===== config.mk =====
export PLATFORM = sky130hd
export DESIGN_NAME = gpu_frontend
export DESIGN_NICKNAME = d
export VERILOG_FILES = /design/src/source/gpu_frontend_pkg.sv /design/src/source/warp_fetcher.sv /design/src/source/instruction_lookup.sv /design/src/source/instruction_buffer.sv /design/src/source/instruction_decoder.sv /design/src/source/gpu_frontend.sv
export SDC_FILE = /design/constraint.sdc
export NUM_CORES = 2
export LEC_CHECK = 0
export BUFFER_PORTS_ARGS = -buffer_cell sky130_fd_sc_hd__buf_2
export CORE_MARGIN = 3
export CORE_UTILIZATION = 35
export DETAILED_ROUTE_END_ITERATION = 10
export GPL_TIMING_DRIVEN = 0
export HOLD_SLACK_MARGIN = 0.1
export PLACE_DENSITY = 0.51
export SLEW_MARGIN = 20
export SYNTH_ARGS = -nofsm -noshare
export SYNTH_HDL_FRONTEND = slang
export SYNTH_HIERARCHICAL = 1
export SYNTH_SLANG_ARGS = --single-unit

===== constraint.sdc =====
create_clock -name clk_i -period 5.28 [get_ports clk_i]
set_input_delay 1.056 -clock clk_i [delete_from_list [all_inputs] [get_ports clk_i]]
set_output_delay 1.056 -clock clk_i [all_outputs]
set_load 0.05 [all_outputs]

===== src/source/gpu_frontend_pkg.sv =====
// Shared sizes, the opcode enum and the packed records of the
// instruction front end: fetch request, fetched instruction,
// decoded instruction and the decoder's next-PC report

package gpu_frontend_pkg;

    // ####################################################################
    // Sizes
    // ####################################################################

    localparam int unsigned num_warps      = 4;
    localparam int unsigned warp_width     = 8;
    localparam int unsigned pc_width       = 8;
    localparam int unsigned mem_size       = 64;
    localparam int unsigned buf_depth      = 4;

    // Derived widths
    localparam int unsigned wid_width      = $clog2(num_warps);
    localparam int unsigned mem_addr_width = $clog2(mem_size);
    localparam int unsigned inst_width     = 32;
    localparam int unsigned reg_width      = 6;

    // ####################################################################
    // Basic types
    // ####################################################################

    typedef logic [wid_width-1:0]  wid_t;
    typedef logic [pc_width-1:0]   pc_t;
    typedef logic [warp_width-1:0] act_mask_t;
    typedef logic [inst_width-1:0] enc_inst_t;
    typedef logic [reg_width-1:0]  reg_idx_t;

    // Opcode in bits 31:26, anything above EXIT is illegal
    typedef enum logic [5:0] {
        ILLEGAL = 6'd0,
        ADD,
        SUB,
        AND,
        OR,
        BRA,
        EXIT
    } opcode_e;

    // ####################################################################
    // Records
    // ####################################################################

    // Fetcher output, 18 bits
    typedef struct packed {
        wid_t      wid;
        pc_t       pc;
        act_mask_t act_mask;
    } fetch_req_t;

    // Buffer payload, 50 bits
    typedef struct packed {
        fetch_req_t req;
        enc_inst_t  inst;
    } fetched_inst_t;

    // Decoded output record, 50 bits
    typedef struct packed {
        wid_t      wid;
        pc_t       pc;
        act_mask_t act_mask;
        opcode_e   op;
        reg_idx_t  dst;
        reg_idx_t  src1;
        reg_idx_t  src2;
        logic [7:0] imm;
    } decoded_inst_t;

    // Next-PC report to the fetcher, 11 bits
    typedef struct packed {
        wid_t wid;
        pc_t  next_pc;
        logic retire;
    } resolve_t;

endpackage : gpu_frontend_pkg


===== src/source/warp_fetcher.sv =====
// Warp fetcher: per-warp PC, mask, active and waiting state,
// launch handling and round-robin issue of one PC per cycle

`timescale 1ns/1ps

module warp_fetcher (
    input  logic                        clk_i,
    input  logic                        rst_n_i,
    // Launch port
    input  logic                        launch_i,
    input  gpu_frontend_pkg::wid_t      launch_wid_i,
    input  gpu_frontend_pkg::pc_t       launch_pc_i,
    input  gpu_frontend_pkg::act_mask_t launch_mask_i,
    // Resolve from decoder
    input  logic                        res_valid_i,
    input  gpu_frontend_pkg::resolve_t  res_i,
    // Request to lookup
    input  logic                        fe_ready_i,
    output logic                        fe_valid_o,
    output gpu_frontend_pkg::fetch_req_t fe_req_o,
    output logic                        warps_active_o
);
    import gpu_frontend_pkg::*;

    // ####################################################################
    // Warp table
    // ####################################################################

    pc_t                  pc_q   [num_warps];
    act_mask_t            mask_q [num_warps];
    logic [num_warps-1:0] active_q;
    // Set from issue until the decoder resolves the instruction
    logic [num_warps-1:0] waiting_q;

    // Round-robin pointer and the held choice
    wid_t ptr_q;
    logic hold_valid_q;
    wid_t hold_wid_q;

    logic pick_found;
    wid_t pick_wid;
    wid_t cur_wid;

    // ####################################################################
    // Round-robin pick
    // ####################################################################

    // First eligible warp at or after the pointer
    always_comb begin
        wid_t cand;
        pick_found = 1'b0;
        pick_wid   = ptr_q;
        for (int i = 0; i < num_warps; i++) begin
            cand = ptr_q + wid_t'(i);
            if (!pick_found && active_q[cand] && !waiting_q[cand]) begin
                pick_found = 1'b1;
                pick_wid   = cand;
            end
        end
    end

    // Stalled request keeps its warp until accepted
    assign cur_wid    = hold_valid_q ? hold_wid_q : pick_wid;
    assign fe_valid_o = hold_valid_q || pick_found;

    assign fe_req_o.wid      = cur_wid;
    assign fe_req_o.pc       = pc_q[cur_wid];
    assign fe_req_o.act_mask = mask_q[cur_wid];

    assign warps_active_o = |active_q;

    // ####################################################################
    // State update
    // ####################################################################

    always_ff @(posedge clk_i) begin
        if (!rst_n_i) begin
            active_q     <= '0;
            waiting_q    <= '0;
            ptr_q        <= '0;
            hold_valid_q <= 1'b0;
            hold_wid_q   <= '0;
        end else begin
            if (fe_valid_o && fe_ready_i) begin
                // Issued, wait for resolve and move past this warp
                waiting_q[cur_wid] <= 1'b1;
                ptr_q              <= cur_wid + 1'b1;
                hold_valid_q       <= 1'b0;
            end else if (fe_valid_o) begin
                hold_valid_q <= 1'b1;
                hold_wid_q   <= cur_wid;
            end
            if (res_valid_i) begin
                waiting_q[res_i.wid] <= 1'b0;
                if (res_i.retire) begin
                    active_q[res_i.wid] <= 1'b0;
                end
            end
            if (launch_i) begin
                active_q[launch_wid_i] <= 1'b1;
            end
        end
    end

    // PC and mask per warp
    always_ff @(posedge clk_i) begin
        if (launch_i) begin
            pc_q[launch_wid_i]   <= launch_pc_i;
            mask_q[launch_wid_i] <= launch_mask_i;
        end
        if (res_valid_i && !res_i.retire) begin
            pc_q[res_i.wid] <= res_i.next_pc;
        end
    end

    // ####################################################################
    // Checks
    // ####################################################################

    // Launch only to a retired or never started warp
    a_launch_inactive: assert property (@(posedge clk_i) disable iff (!rst_n_i)
        launch_i |-> !active_q[launch_wid_i])
        else $error("launch to active warp %0d", launch_wid_i);

    // Decoder resolves only warps with an instruction in flight
    a_resolve_waiting: assert property (@(posedge clk_i) disable iff (!rst_n_i)
        res_valid_i |-> waiting_q[res_i.wid])
        else $error("resolve for warp %0d not waiting", res_i.wid);

endmodule : warp_fetcher


===== src/source/instruction_lookup.sv =====
// Instruction lookup: program memory with a write port and a
// combinational read that bundles the request fields with the word

`timescale 1ns/1ps

module instruction_lookup (
    input  logic                            clk_i,
    // Program load
    input  logic                            mem_write_i,
    input  gpu_frontend_pkg::pc_t           mem_pc_i,
    input  gpu_frontend_pkg::enc_inst_t     mem_inst_i,
    // From fetcher
    input  logic                            fe_valid_i,
    input  gpu_frontend_pkg::fetch_req_t    fe_req_i,
    output logic                            fe_ready_o,
    // To buffer
    input  logic                            buf_ready_i,
    output logic                            lk_valid_o,
    output gpu_frontend_pkg::fetched_inst_t lk_inst_o
);
    import gpu_frontend_pkg::*;

    enc_inst_t prog_mem [mem_size];

    // Load port, only used while idle
    always_ff @(posedge clk_i) begin
        if (mem_write_i) begin
            prog_mem[mem_pc_i[mem_addr_width-1:0]] <= mem_inst_i;
        end
    end

    a_write_in_range: assert property (@(posedge clk_i)
        mem_write_i |-> mem_pc_i < pc_t'(mem_size))
        else $error("program write beyond memory, pc %0d", mem_pc_i);

    // Handshake passes straight through
    assign fe_ready_o = buf_ready_i;
    assign lk_valid_o = fe_valid_i;

    // Out of range reads give zero, which decodes as ILLEGAL
    assign lk_inst_o.req  = fe_req_i;
    assign lk_inst_o.inst = (fe_req_i.pc < pc_t'(mem_size))
                          ? prog_mem[fe_req_i.pc[mem_addr_width-1:0]] : '0;

endmodule : instruction_lookup


===== src/source/instruction_buffer.sv =====
// Instruction buffer: circular FIFO of fetched instructions with
// valid/ready on both sides and an empty flag for the idle logic

`timescale 1ns/1ps

module instruction_buffer (
    input  logic                            clk_i,
    input  logic                            rst_n_i,
    // Push side
    input  logic                            push_valid_i,
    input  gpu_frontend_pkg::fetched_inst_t push_i,
    output logic                            push_ready_o,
    // Pop side
    input  logic                            pop_ready_i,
    output logic                            pop_valid_o,
    output gpu_frontend_pkg::fetched_inst_t pop_o,
    output logic                            empty_o
);
    import gpu_frontend_pkg::*;

    localparam int unsigned ptr_width = $clog2(buf_depth);

    typedef logic [ptr_width-1:0] ptr_t;
    typedef logic [ptr_width:0]   cnt_t;

    fetched_inst_t entries [buf_depth];
    ptr_t          wr_ptr_q;
    ptr_t          rd_ptr_q;
    cnt_t          count_q;

    logic full;
    logic push_fire;
    logic pop_fire;

    assign full    = (count_q == cnt_t'(buf_depth));
    assign empty_o = (count_q == '0);

    // Full buffer still takes a push when the head leaves
    assign push_ready_o = !full || pop_ready_i;
    assign pop_valid_o  = !empty_o;
    assign pop_o        = entries[rd_ptr_q];

    assign push_fire = push_valid_i && push_ready_o;
    assign pop_fire  = pop_valid_o && pop_ready_i;

    // ####################################################################
    // Pointers and count
    // ####################################################################

    always_ff @(posedge clk_i) begin
        if (!rst_n_i) begin
            wr_ptr_q <= '0;
            rd_ptr_q <= '0;
            count_q  <= '0;
        end else begin
            if (push_fire) begin
                wr_ptr_q <= wr_ptr_q + 1'b1;
            end
            if (pop_fire) begin
                rd_ptr_q <= rd_ptr_q + 1'b1;
            end
            count_q <= count_q + cnt_t'(push_fire) - cnt_t'(pop_fire);
        end
    end

    // Storage
    always_ff @(posedge clk_i) begin
        if (push_fire) begin
            entries[wr_ptr_q] <= push_i;
        end
    end

    // Overflow or underflow both carry the count past the depth
    a_no_overflow: assert property (@(posedge clk_i) disable iff (!rst_n_i)
        count_q <= cnt_t'(buf_depth))
        else $error("instruction buffer count out of range");

endmodule : instruction_buffer


===== src/source/instruction_decoder.sv =====
// Instruction decoder: field split, next-PC resolution back to the
// fetcher and a one-entry output register with valid/ready

`timescale 1ns/1ps

module instruction_decoder (
    input  logic                            clk_i,
    input  logic                            rst_n_i,
    // From buffer
    input  logic                            in_valid_i,
    input  gpu_frontend_pkg::fetched_inst_t in_i,
    output logic                            in_ready_o,
    // To fetcher
    output logic                            res_valid_o,
    output gpu_frontend_pkg::resolve_t      res_o,
    // Decoded output
    input  logic                            out_ready_i,
    output logic                            out_valid_o,
    output gpu_frontend_pkg::decoded_inst_t out_inst_o
);
    import gpu_frontend_pkg::*;

    logic [5:0]    op_raw;
    opcode_e       op;
    decoded_inst_t dec;
    logic          pop;

    logic          out_valid_q;
    decoded_inst_t out_inst_q;

    // ####################################################################
    // Field decode
    // ####################################################################

    assign op_raw = in_i.inst[31:26];
    // Unknown opcodes fold to ILLEGAL
    assign op     = (op_raw > 6'(EXIT)) ? ILLEGAL : opcode_e'(op_raw);

    assign dec.wid      = in_i.req.wid;
    assign dec.pc       = in_i.req.pc;
    assign dec.act_mask = in_i.req.act_mask;
    assign dec.op       = op;
    assign dec.dst      = in_i.inst[25:20];
    assign dec.src1     = in_i.inst[19:14];
    assign dec.src2     = in_i.inst[13:8];
    assign dec.imm      = in_i.inst[7:0];

    // ####################################################################
    // Next PC
    // ####################################################################

    // BRA jumps to imm, EXIT and ILLEGAL end the warp
    assign res_o.wid     = in_i.req.wid;
    assign res_o.next_pc = (op == BRA) ? pc_t'(dec.imm) : in_i.req.pc + 1'b1;
    assign res_o.retire  = (op == EXIT) || (op == ILLEGAL);

    // One resolve per pop, no back-pressure
    assign in_ready_o  = !out_valid_q || out_ready_i;
    assign pop         = in_valid_i && in_ready_o;
    assign res_valid_o = pop;

    // ####################################################################
    // Output register
    // ####################################################################

    always_ff @(posedge clk_i) begin
        if (!rst_n_i) begin
            out_valid_q <= 1'b0;
        end else if (in_ready_o) begin
            out_valid_q <= in_valid_i;
        end
    end

    always_ff @(posedge clk_i) begin
        if (pop) begin
            out_inst_q <= dec;
        end
    end

    assign out_valid_o = out_valid_q;
    assign out_inst_o  = out_inst_q;

    // Stalled record held until taken
    a_out_stable: assert property (@(posedge clk_i) disable iff (!rst_n_i)
        out_valid_o && !out_ready_i |=> out_valid_o && $stable(out_inst_o))
        else $error("decoded output changed under stall");

endmodule : instruction_decoder


===== src/source/gpu_frontend.sv =====
// Front end top: fetcher, lookup, buffer and decoder, with the idle
// flag formed from warp, buffer and output state

`timescale 1ns/1ps

module gpu_frontend (
    input  logic                            clk_i,
    input  logic                            rst_n_i,
    // Program load
    input  logic                            mem_write_i,
    input  gpu_frontend_pkg::pc_t           mem_pc_i,
    input  gpu_frontend_pkg::enc_inst_t     mem_inst_i,
    // Launch
    input  logic                            launch_i,
    input  gpu_frontend_pkg::wid_t          launch_wid_i,
    input  gpu_frontend_pkg::pc_t           launch_pc_i,
    input  gpu_frontend_pkg::act_mask_t     launch_mask_i,
    // Decoded output
    input  logic                            out_ready_i,
    output logic                            out_valid_o,
    output gpu_frontend_pkg::decoded_inst_t out_inst_o,
    output logic                            idle_o
);
    import gpu_frontend_pkg::*;

    // Fetcher to lookup
    logic          fe_valid;
    logic          fe_ready;
    fetch_req_t    fe_req;
    // Lookup to buffer
    logic          lk_valid;
    logic          buf_ready;
    fetched_inst_t lk_inst;
    // Buffer to decoder
    logic          dec_valid;
    logic          dec_ready;
    fetched_inst_t dec_inst;
    // Decoder to fetcher
    logic          res_valid;
    resolve_t      res;

    logic          warps_active;
    logic          buf_empty;

    assign idle_o = !warps_active && buf_empty && !out_valid_o;

    warp_fetcher i_fetcher (
        .clk_i          (clk_i),
        .rst_n_i        (rst_n_i),
        .launch_i       (launch_i),
        .launch_wid_i   (launch_wid_i),
        .launch_pc_i    (launch_pc_i),
        .launch_mask_i  (launch_mask_i),
        .res_valid_i    (res_valid),
        .res_i          (res),
        .fe_ready_i     (fe_ready),
        .fe_valid_o     (fe_valid),
        .fe_req_o       (fe_req),
        .warps_active_o (warps_active)
    );

    instruction_lookup i_lookup (
        .clk_i       (clk_i),
        .mem_write_i (mem_write_i),
        .mem_pc_i    (mem_pc_i),
        .mem_inst_i  (mem_inst_i),
        .fe_valid_i  (fe_valid),
        .fe_req_i    (fe_req),
        .fe_ready_o  (fe_ready),
        .buf_ready_i (buf_ready),
        .lk_valid_o  (lk_valid),
        .lk_inst_o   (lk_inst)
    );

    instruction_buffer i_buffer (
        .clk_i        (clk_i),
        .rst_n_i      (rst_n_i),
        .push_valid_i (lk_valid),
        .push_i       (lk_inst),
        .push_ready_o (buf_ready),
        .pop_ready_i  (dec_ready),
        .pop_valid_o  (dec_valid),
        .pop_o        (dec_inst),
        .empty_o      (buf_empty)
    );

    instruction_decoder i_decoder (
        .clk_i       (clk_i),
        .rst_n_i     (rst_n_i),
        .in_valid_i  (dec_valid),
        .in_i        (dec_inst),
        .in_ready_o  (dec_ready),
        .res_valid_o (res_valid),
        .res_o       (res),
        .out_ready_i (out_ready_i),
        .out_valid_o (out_valid_o),
        .out_inst_o  (out_inst_o)
    );

    // Program may change only with no warp in the pipe
    a_write_while_idle: assert property (@(posedge clk_i) disable iff (!rst_n_i)
        mem_write_i |-> idle_o)
        else $error("program write while front end busy");

endmodule : gpu_frontend


======== After elaboration in Yosys (flattened, before gate mapping) ========
Memory sizes are Yosys's and may differ from the RTL's. A register that Yosys moved wholly into a read port is not among the register bits.
Index checks and enable logic that the tools add are counted.
storage, ports and cells
  bits in writable memories ............... 2312
  memories ................................ 4
  output and inout bits ................... 52
  flip-flop bits (word level) ............. 71
  memory bits (read-only) ................. 0
  logic and storage cells ................. 138
  bits in latches ......................... 0
memory list
  memory             words  bits a word  rd ports  clocked after memory_dff  wr ports  RTL line                  RTL
  i_lookup.prog_mem  64     32           1         0                         1         instruction_lookup.sv:23  enc_inst_t prog_mem [mem_size];
  i_buffer.entries   4      50           1         1                         1         instruction_buffer.sv:26  fetched_inst_t entries [buf_depth];
  i_fetcher.mask_q   4      8            1         0                         1         warp_fetcher.sv:30        act_mask_t mask_q [num_warps];
  i_fetcher.pc_q     4      8            1         0                         2         warp_fetcher.sv:29        pc_t pc_q [num_warps];
cells by class
  bitwise logic cells ..................... 7
  shift operators ......................... 0
  $mul .................................... 0
  $add $sub $neg .......................... 9
  magnitude comparators ................... 12
  div/mod/pow operators ................... 0
  equal/unequal tests ..................... 3
  reduce and logical (&&, ||, !) cells .... 36
  mux-type cells .......................... 50
operators with widths
  cell                   number
  $mux W32               1
  $mux W4                7
  $mux W1                23
  $lt A2 B3 Y1 const B   7
  $bmux W1 S2            8
  $logic_and A1 B1 Y1    15
  $eq A6 B3 Y1 const B   2
  $logic_not A1 Y1       12
  $mux W2                6
  $add A2 B1 Y2 const B  4
  $add A8 B1 Y8 const B  1
  $and A4 B4 Y4          2
  $lt A8 B7 Y1 const B   1
  $mux W8                1
  $or A4 B4 Y4           2
  $demux W1 S2           3
  $ge A2 B1 Y1 const B   3
  $gt A6 B3 Y1 const B   1
  $logic_not A6 Y1       1
  $mux W6                1
  $add A2 B2 Y2 const B  2
  $logic_or A1 B1 Y1     4
  $not A4 Y4             1
  $reduce_or A4 Y1       1
  other kinds (7)        8

======== Depth between registers and ports, before layout ========
  depth in word-level cells ............... 27
  mapped depth ............................ 19
  mapped depth without buffers ............ 13

======== By module ========
Netlist, hierarchy kept.
modules (own cells, without submodules)
  module               cells each  times used  sequential area each (um2)  area each (um2)
  instruction_lookup   3402        1           61499.0                     78669.2
  instruction_buffer   314         1           6185.9                      7669.9
  warp_fetcher         285         1           2182.1                      3843.7
  instruction_decoder  99          1           1521.5                      1856.8
  gpu_frontend         1           1           0.0                         12.5

======== Worst setup path before layout ========
OpenSTA, ideal clock, no wires.
  path kind ............................... input-to-reg
  start point ............................. input mem_pc_i[3]
  end point ............................... memory i_lookup/prog_mem[48][0] in the netlist's numbering (enable)
  slack ................................... 1.033 ns
  cell stages on the path ................. 4
  arrival time ............................ 3.786 ns
  library setup time ...................... 0.461 ns
  cell sequence ........................... clkbuf_1 -> nor2b_1 -> nand4b_1 -> nor3_1
RTL lines
  what             RTL line                  RTL
  start, declared  gpu_frontend.sv:11        input gpu_frontend_pkg::pc_t mem_pc_i,
  end, declared    instruction_lookup.sv:23
Straight into the memory's write port.

==> metrics.md <==
| Metric | Value |
|---|---|
| Status | `finished clean` |
| Num CTS Buffers | `240` |
| Worst Hold Depth | `1` |
| Initial antenna violation count | `24` |
| DR vias | `49570` |
| Vias in the first global route | `around 48000` |
| Fmax | `between 150 and 200 MHz` |
| PwrDens | `549.2 nW/um^2` |
| Top-count cell post-synth | `edfxtp_1` |
| FF-to-FF setup slack | `0.01 ns` |
| Worst setup EP type | `flop` |
| Slew headroom | `0.2222` |
| Max-slew violations | `0` |
| Sw power | `approximately 22 mW` |
| Worst R2R End | `i_buffer/entries[1][23]` |
| Final hold vios | `0` |
| Die H | `518.8 microns` |
| Crit path required time | `5.92 ns` |
| WL/cell | `40.07 microns` |
| Placer Congestion | `0.8752` |
| Drt first pass iters | `6` |
| Min-Delay Endpoint | `i_fetcher/mask_q[1][7]` |
| Overall die area | `269200 sq um` |
| Pleak | `35.02 nW` |
| GRT overflow | `0` |
| DP Wirelength | `230600 microns` |
| # H-tree levels | `4` |
| Clk_lat worst skew | `0.95 ns` |
| Die X | `518.8 microns` |
| Final Core Density | `0.4267` |
| Largest cells by area after synthesis | `edfxtp_1 77%, mux4_2 14%, mux2i_1 1.2%` |
| Crit-path cells | `nand2b_1 > buf_2 > a21oi_1 > o21a_1 > o41a_1 > clkbuf_4 > mux2i_1 > buf_2 > buf_4 > buf_6 > buf_4 > nand2_1 > o221ai_2 > o32a_1` |
| VDD IR max | `0.4982 mV` |
| Clock Path Buffers | `3` |
| Fin Hold WS | `0.3985 ns` |
| Synth cell types | `78` |
| Min-delay src | `launch_mask_i[7]` |
| Internal | `39.27 mW` |
| Number of I/O pins | `roughly 120` |
| Fin nets | `4741` |
| Final ANT Viol Nets | `0` |
| Syn Area/Cell | `approximately 22 sq um` |
| Slew @ Worst Pin | `1.167 ns` |
| Setup TNS | `0 ns` |
| Slowest cell on crit path | `o221ai_2` |
| Post-synth top cells | `2362 x edfxtp_1, 585 x mux4_2, 130 x nand2_1` |
| CTS tree | `done` |
| Area growth syn-to-layout | `20.82%` |
| Post-layout min period | `5.267 ns` |
| Hold Path Class | `input port to flop` |
| Mapped Cells | `4101` |
| # setup viols final | `0` |
| Max_cap viols | `0` |
| Cell Rows | `between 150 and 200` |
| Clock sink count | `2385` |
| Tcrit/Tclk final | `0.9976` |
| Crit Path Max Fanout | `10` |
| Register area share after synthesis | `0.7755` |
| Clk root buf | `clkbuf_16` |
| Combinational power share | `0.356` |
| Yosys reg bits | `2385` |
| Ratio of cells with drive above 1 in the final layout | `0.3466` |
| DR DRC count | `0` |
| Initial drt markers | `8063` |
| Worst setup SP type | `flop` |
| Pin count of the biggest net entering global routing | `65` |
| Area share of the largest cell type after synthesis | `0.7705` |
| Slowest stage delay, CP | `0.51 ns` |
| Area leader, netlist | `edfxtp_1` |
| Synth Flop Type | `edfxtp_1` |
| R2R Path Start | `i_fetcher/waiting_q[0]` |
| Synth warn | `6` |
| Initial Util | `0.3532` |
| Crit path kind | `flop to flop` |
| Mapped Area | `92050 sq um` |
| Post-synth EDFFs | `roughly 2400` |
| Core footprint | `260600 sq um` |
| Detailed-route vias per instance | `5.912` |
| Critical path arrival | `5.91 ns` |
| IO buf count | `108` |
| Total Wirelength | `336000 microns` |
| Global-route wire length before repair | `443300 microns` |
| R2R depth | `14` |
| Switch share | `0.3570` |
| Clock share of power | `0.281` |
| GRT Total Usage | `0.2455` |
| Clk_skew | `0.1140 ns` |
| Clk slew on worst S/H paths | `about 0.060 ns` |
| Sequential share of power | `0.362` |
| Ys async rst share | `0` |
stage by stage:
step	cell area (sq um)	cells	power, mW	setup WS, ns
floorplan	92060	4103	33.62	1.033
global placement	96970	7707	42.54	-4.940
detailed placement	102100	7915	42.92	-1.955
CTS	111000	8368	60.95	-0.01961
global route	111200	8373	62.51	-0.002355
finish	111200	8384	61.08	0.01257
flip-flops by register name (all words and copies together), names as in the netlist, named ones only:
signal	flops
i_fetcher/active_q	4
i_decoder/out_valid_o	1
i_decoder/out_inst_o	50
i_fetcher/hold_wid_q	2
i_fetcher/ptr_q	2
i_buffer/rd_ptr_q	2
i_fetcher/mask_q	32
i_buffer/wr_ptr_q	2
i_fetcher/hold_valid_q	1
i_lookup/prog_mem	2048
i_fetcher/pc_q	32
i_buffer/entries	200
i_buffer/count_q	3
i_fetcher/waiting_q	4
layer usage:
metal / vias up / part of all wire / GRT usage
met5: - / 0.00024 / 0
met4: 14 / 0.045 / 0.09701
met3: 637 / 0.11 / 0.06400
met2: 3203 / 0.46 / 0.3761
met1: 27140 / 0.39 / 0.3354
li1: 18570 / - / -
kinds of logic after synthesis:
logic type,after synthesis,share of synthesized area
buffers and inverters,257,0.01585
other,1,0.00004074
XOR/XNOR,5,0.0004757
flip-flops,2385,0.7755
multiplexers,774,0.1648
AND/OR/NAND/NOR,394,0.02040
adder cells (fa/ha/maj),8,0.001169
AO/OA/AOI/OAI,277,0.02172
placed cells by master (no fill, tap or decap), types with 76 or more instances in the layout:
master and n:
edfxtp_1 2362, mux4_2 585, clkbuf_16 240, nand2_1 128, buf_4 119, buf_12 110, buf_2 109, mux2i_1 92
buf_16 86, clkbuf_1 76
timing repair:
item	4_1_cts	5_1_grt
pin swaps	6	2
buffers inserted	6	2
hold buffers	0	0
gates resized for setup	222	27
setup endpoints to repair	128	124
power by group through the flow:
stage / Clock [mW] / Combinational (mW) / Sequential (mW)
final: 17.2 / 21.8 / 22.1
after global routing: 18.2 / 22.1 / 22.2
after CTS: 17.4 / 21.4 / 22.1
after detailed placement: 0 / 20.4 / 22.6
after global placement: 0 / 20.0 / 22.6
after floorplan: 0 / 10.4 / 23.2
cell type report:
| class | count | area, sq um |
|---|---|---|
| antenna | 12 | 30.03 |
| clock buffer | 287 | 6182 |
| tap | 3496 | 4374 |
| timing repair buffer | 326 | 5250 |
| sequential | 2385 | 71390 |
| clock inverter | 161 | 1730 |
| fill | 22510 | 149400 |
| buffer | 234 | 1853 |
| inverter | 22 | 85.08 |
| multi-input combinational | 1461 | 20320 |
worst max-delay path, delay by kind of cell, from the launching register on:
kind / cells / cell delay [ns]
muxes: 1 / 0.39
and+or+nand+nor: 2 / 0.37
AOI/OAI and AO/OA: 5 / 1.74
buffers and inverters: 6 / 2.11
DFF: 1 / 0.34
worst max-delay path by stage:
stage | slack (ns) | startpoint | endpoint | cells past startpoint
2_1_floorplan | 1.03 | mem_pc_i[3] | i_lookup/prog_mem[48][0] | 4
3_3_place_gp | -4.94 | mem_pc_i[3] | i_lookup/prog_mem[49][31] | 4
3_5_place_dp | -1.95 | i_fetcher/hold_valid_q | i_buffer/entries[1][1] | 16
4_1_cts | -0.02 | i_fetcher/waiting_q[1] | i_buffer/entries[0][9] | 13
5_1_grt | -0.002 | i_fetcher/waiting_q[1] | i_buffer/entries[1][21] | 19
6_report | 0.01 | i_fetcher/waiting_q[0] | i_buffer/entries[1][23] | 14
Note: power is estimated with default switching activity, not from simulation.
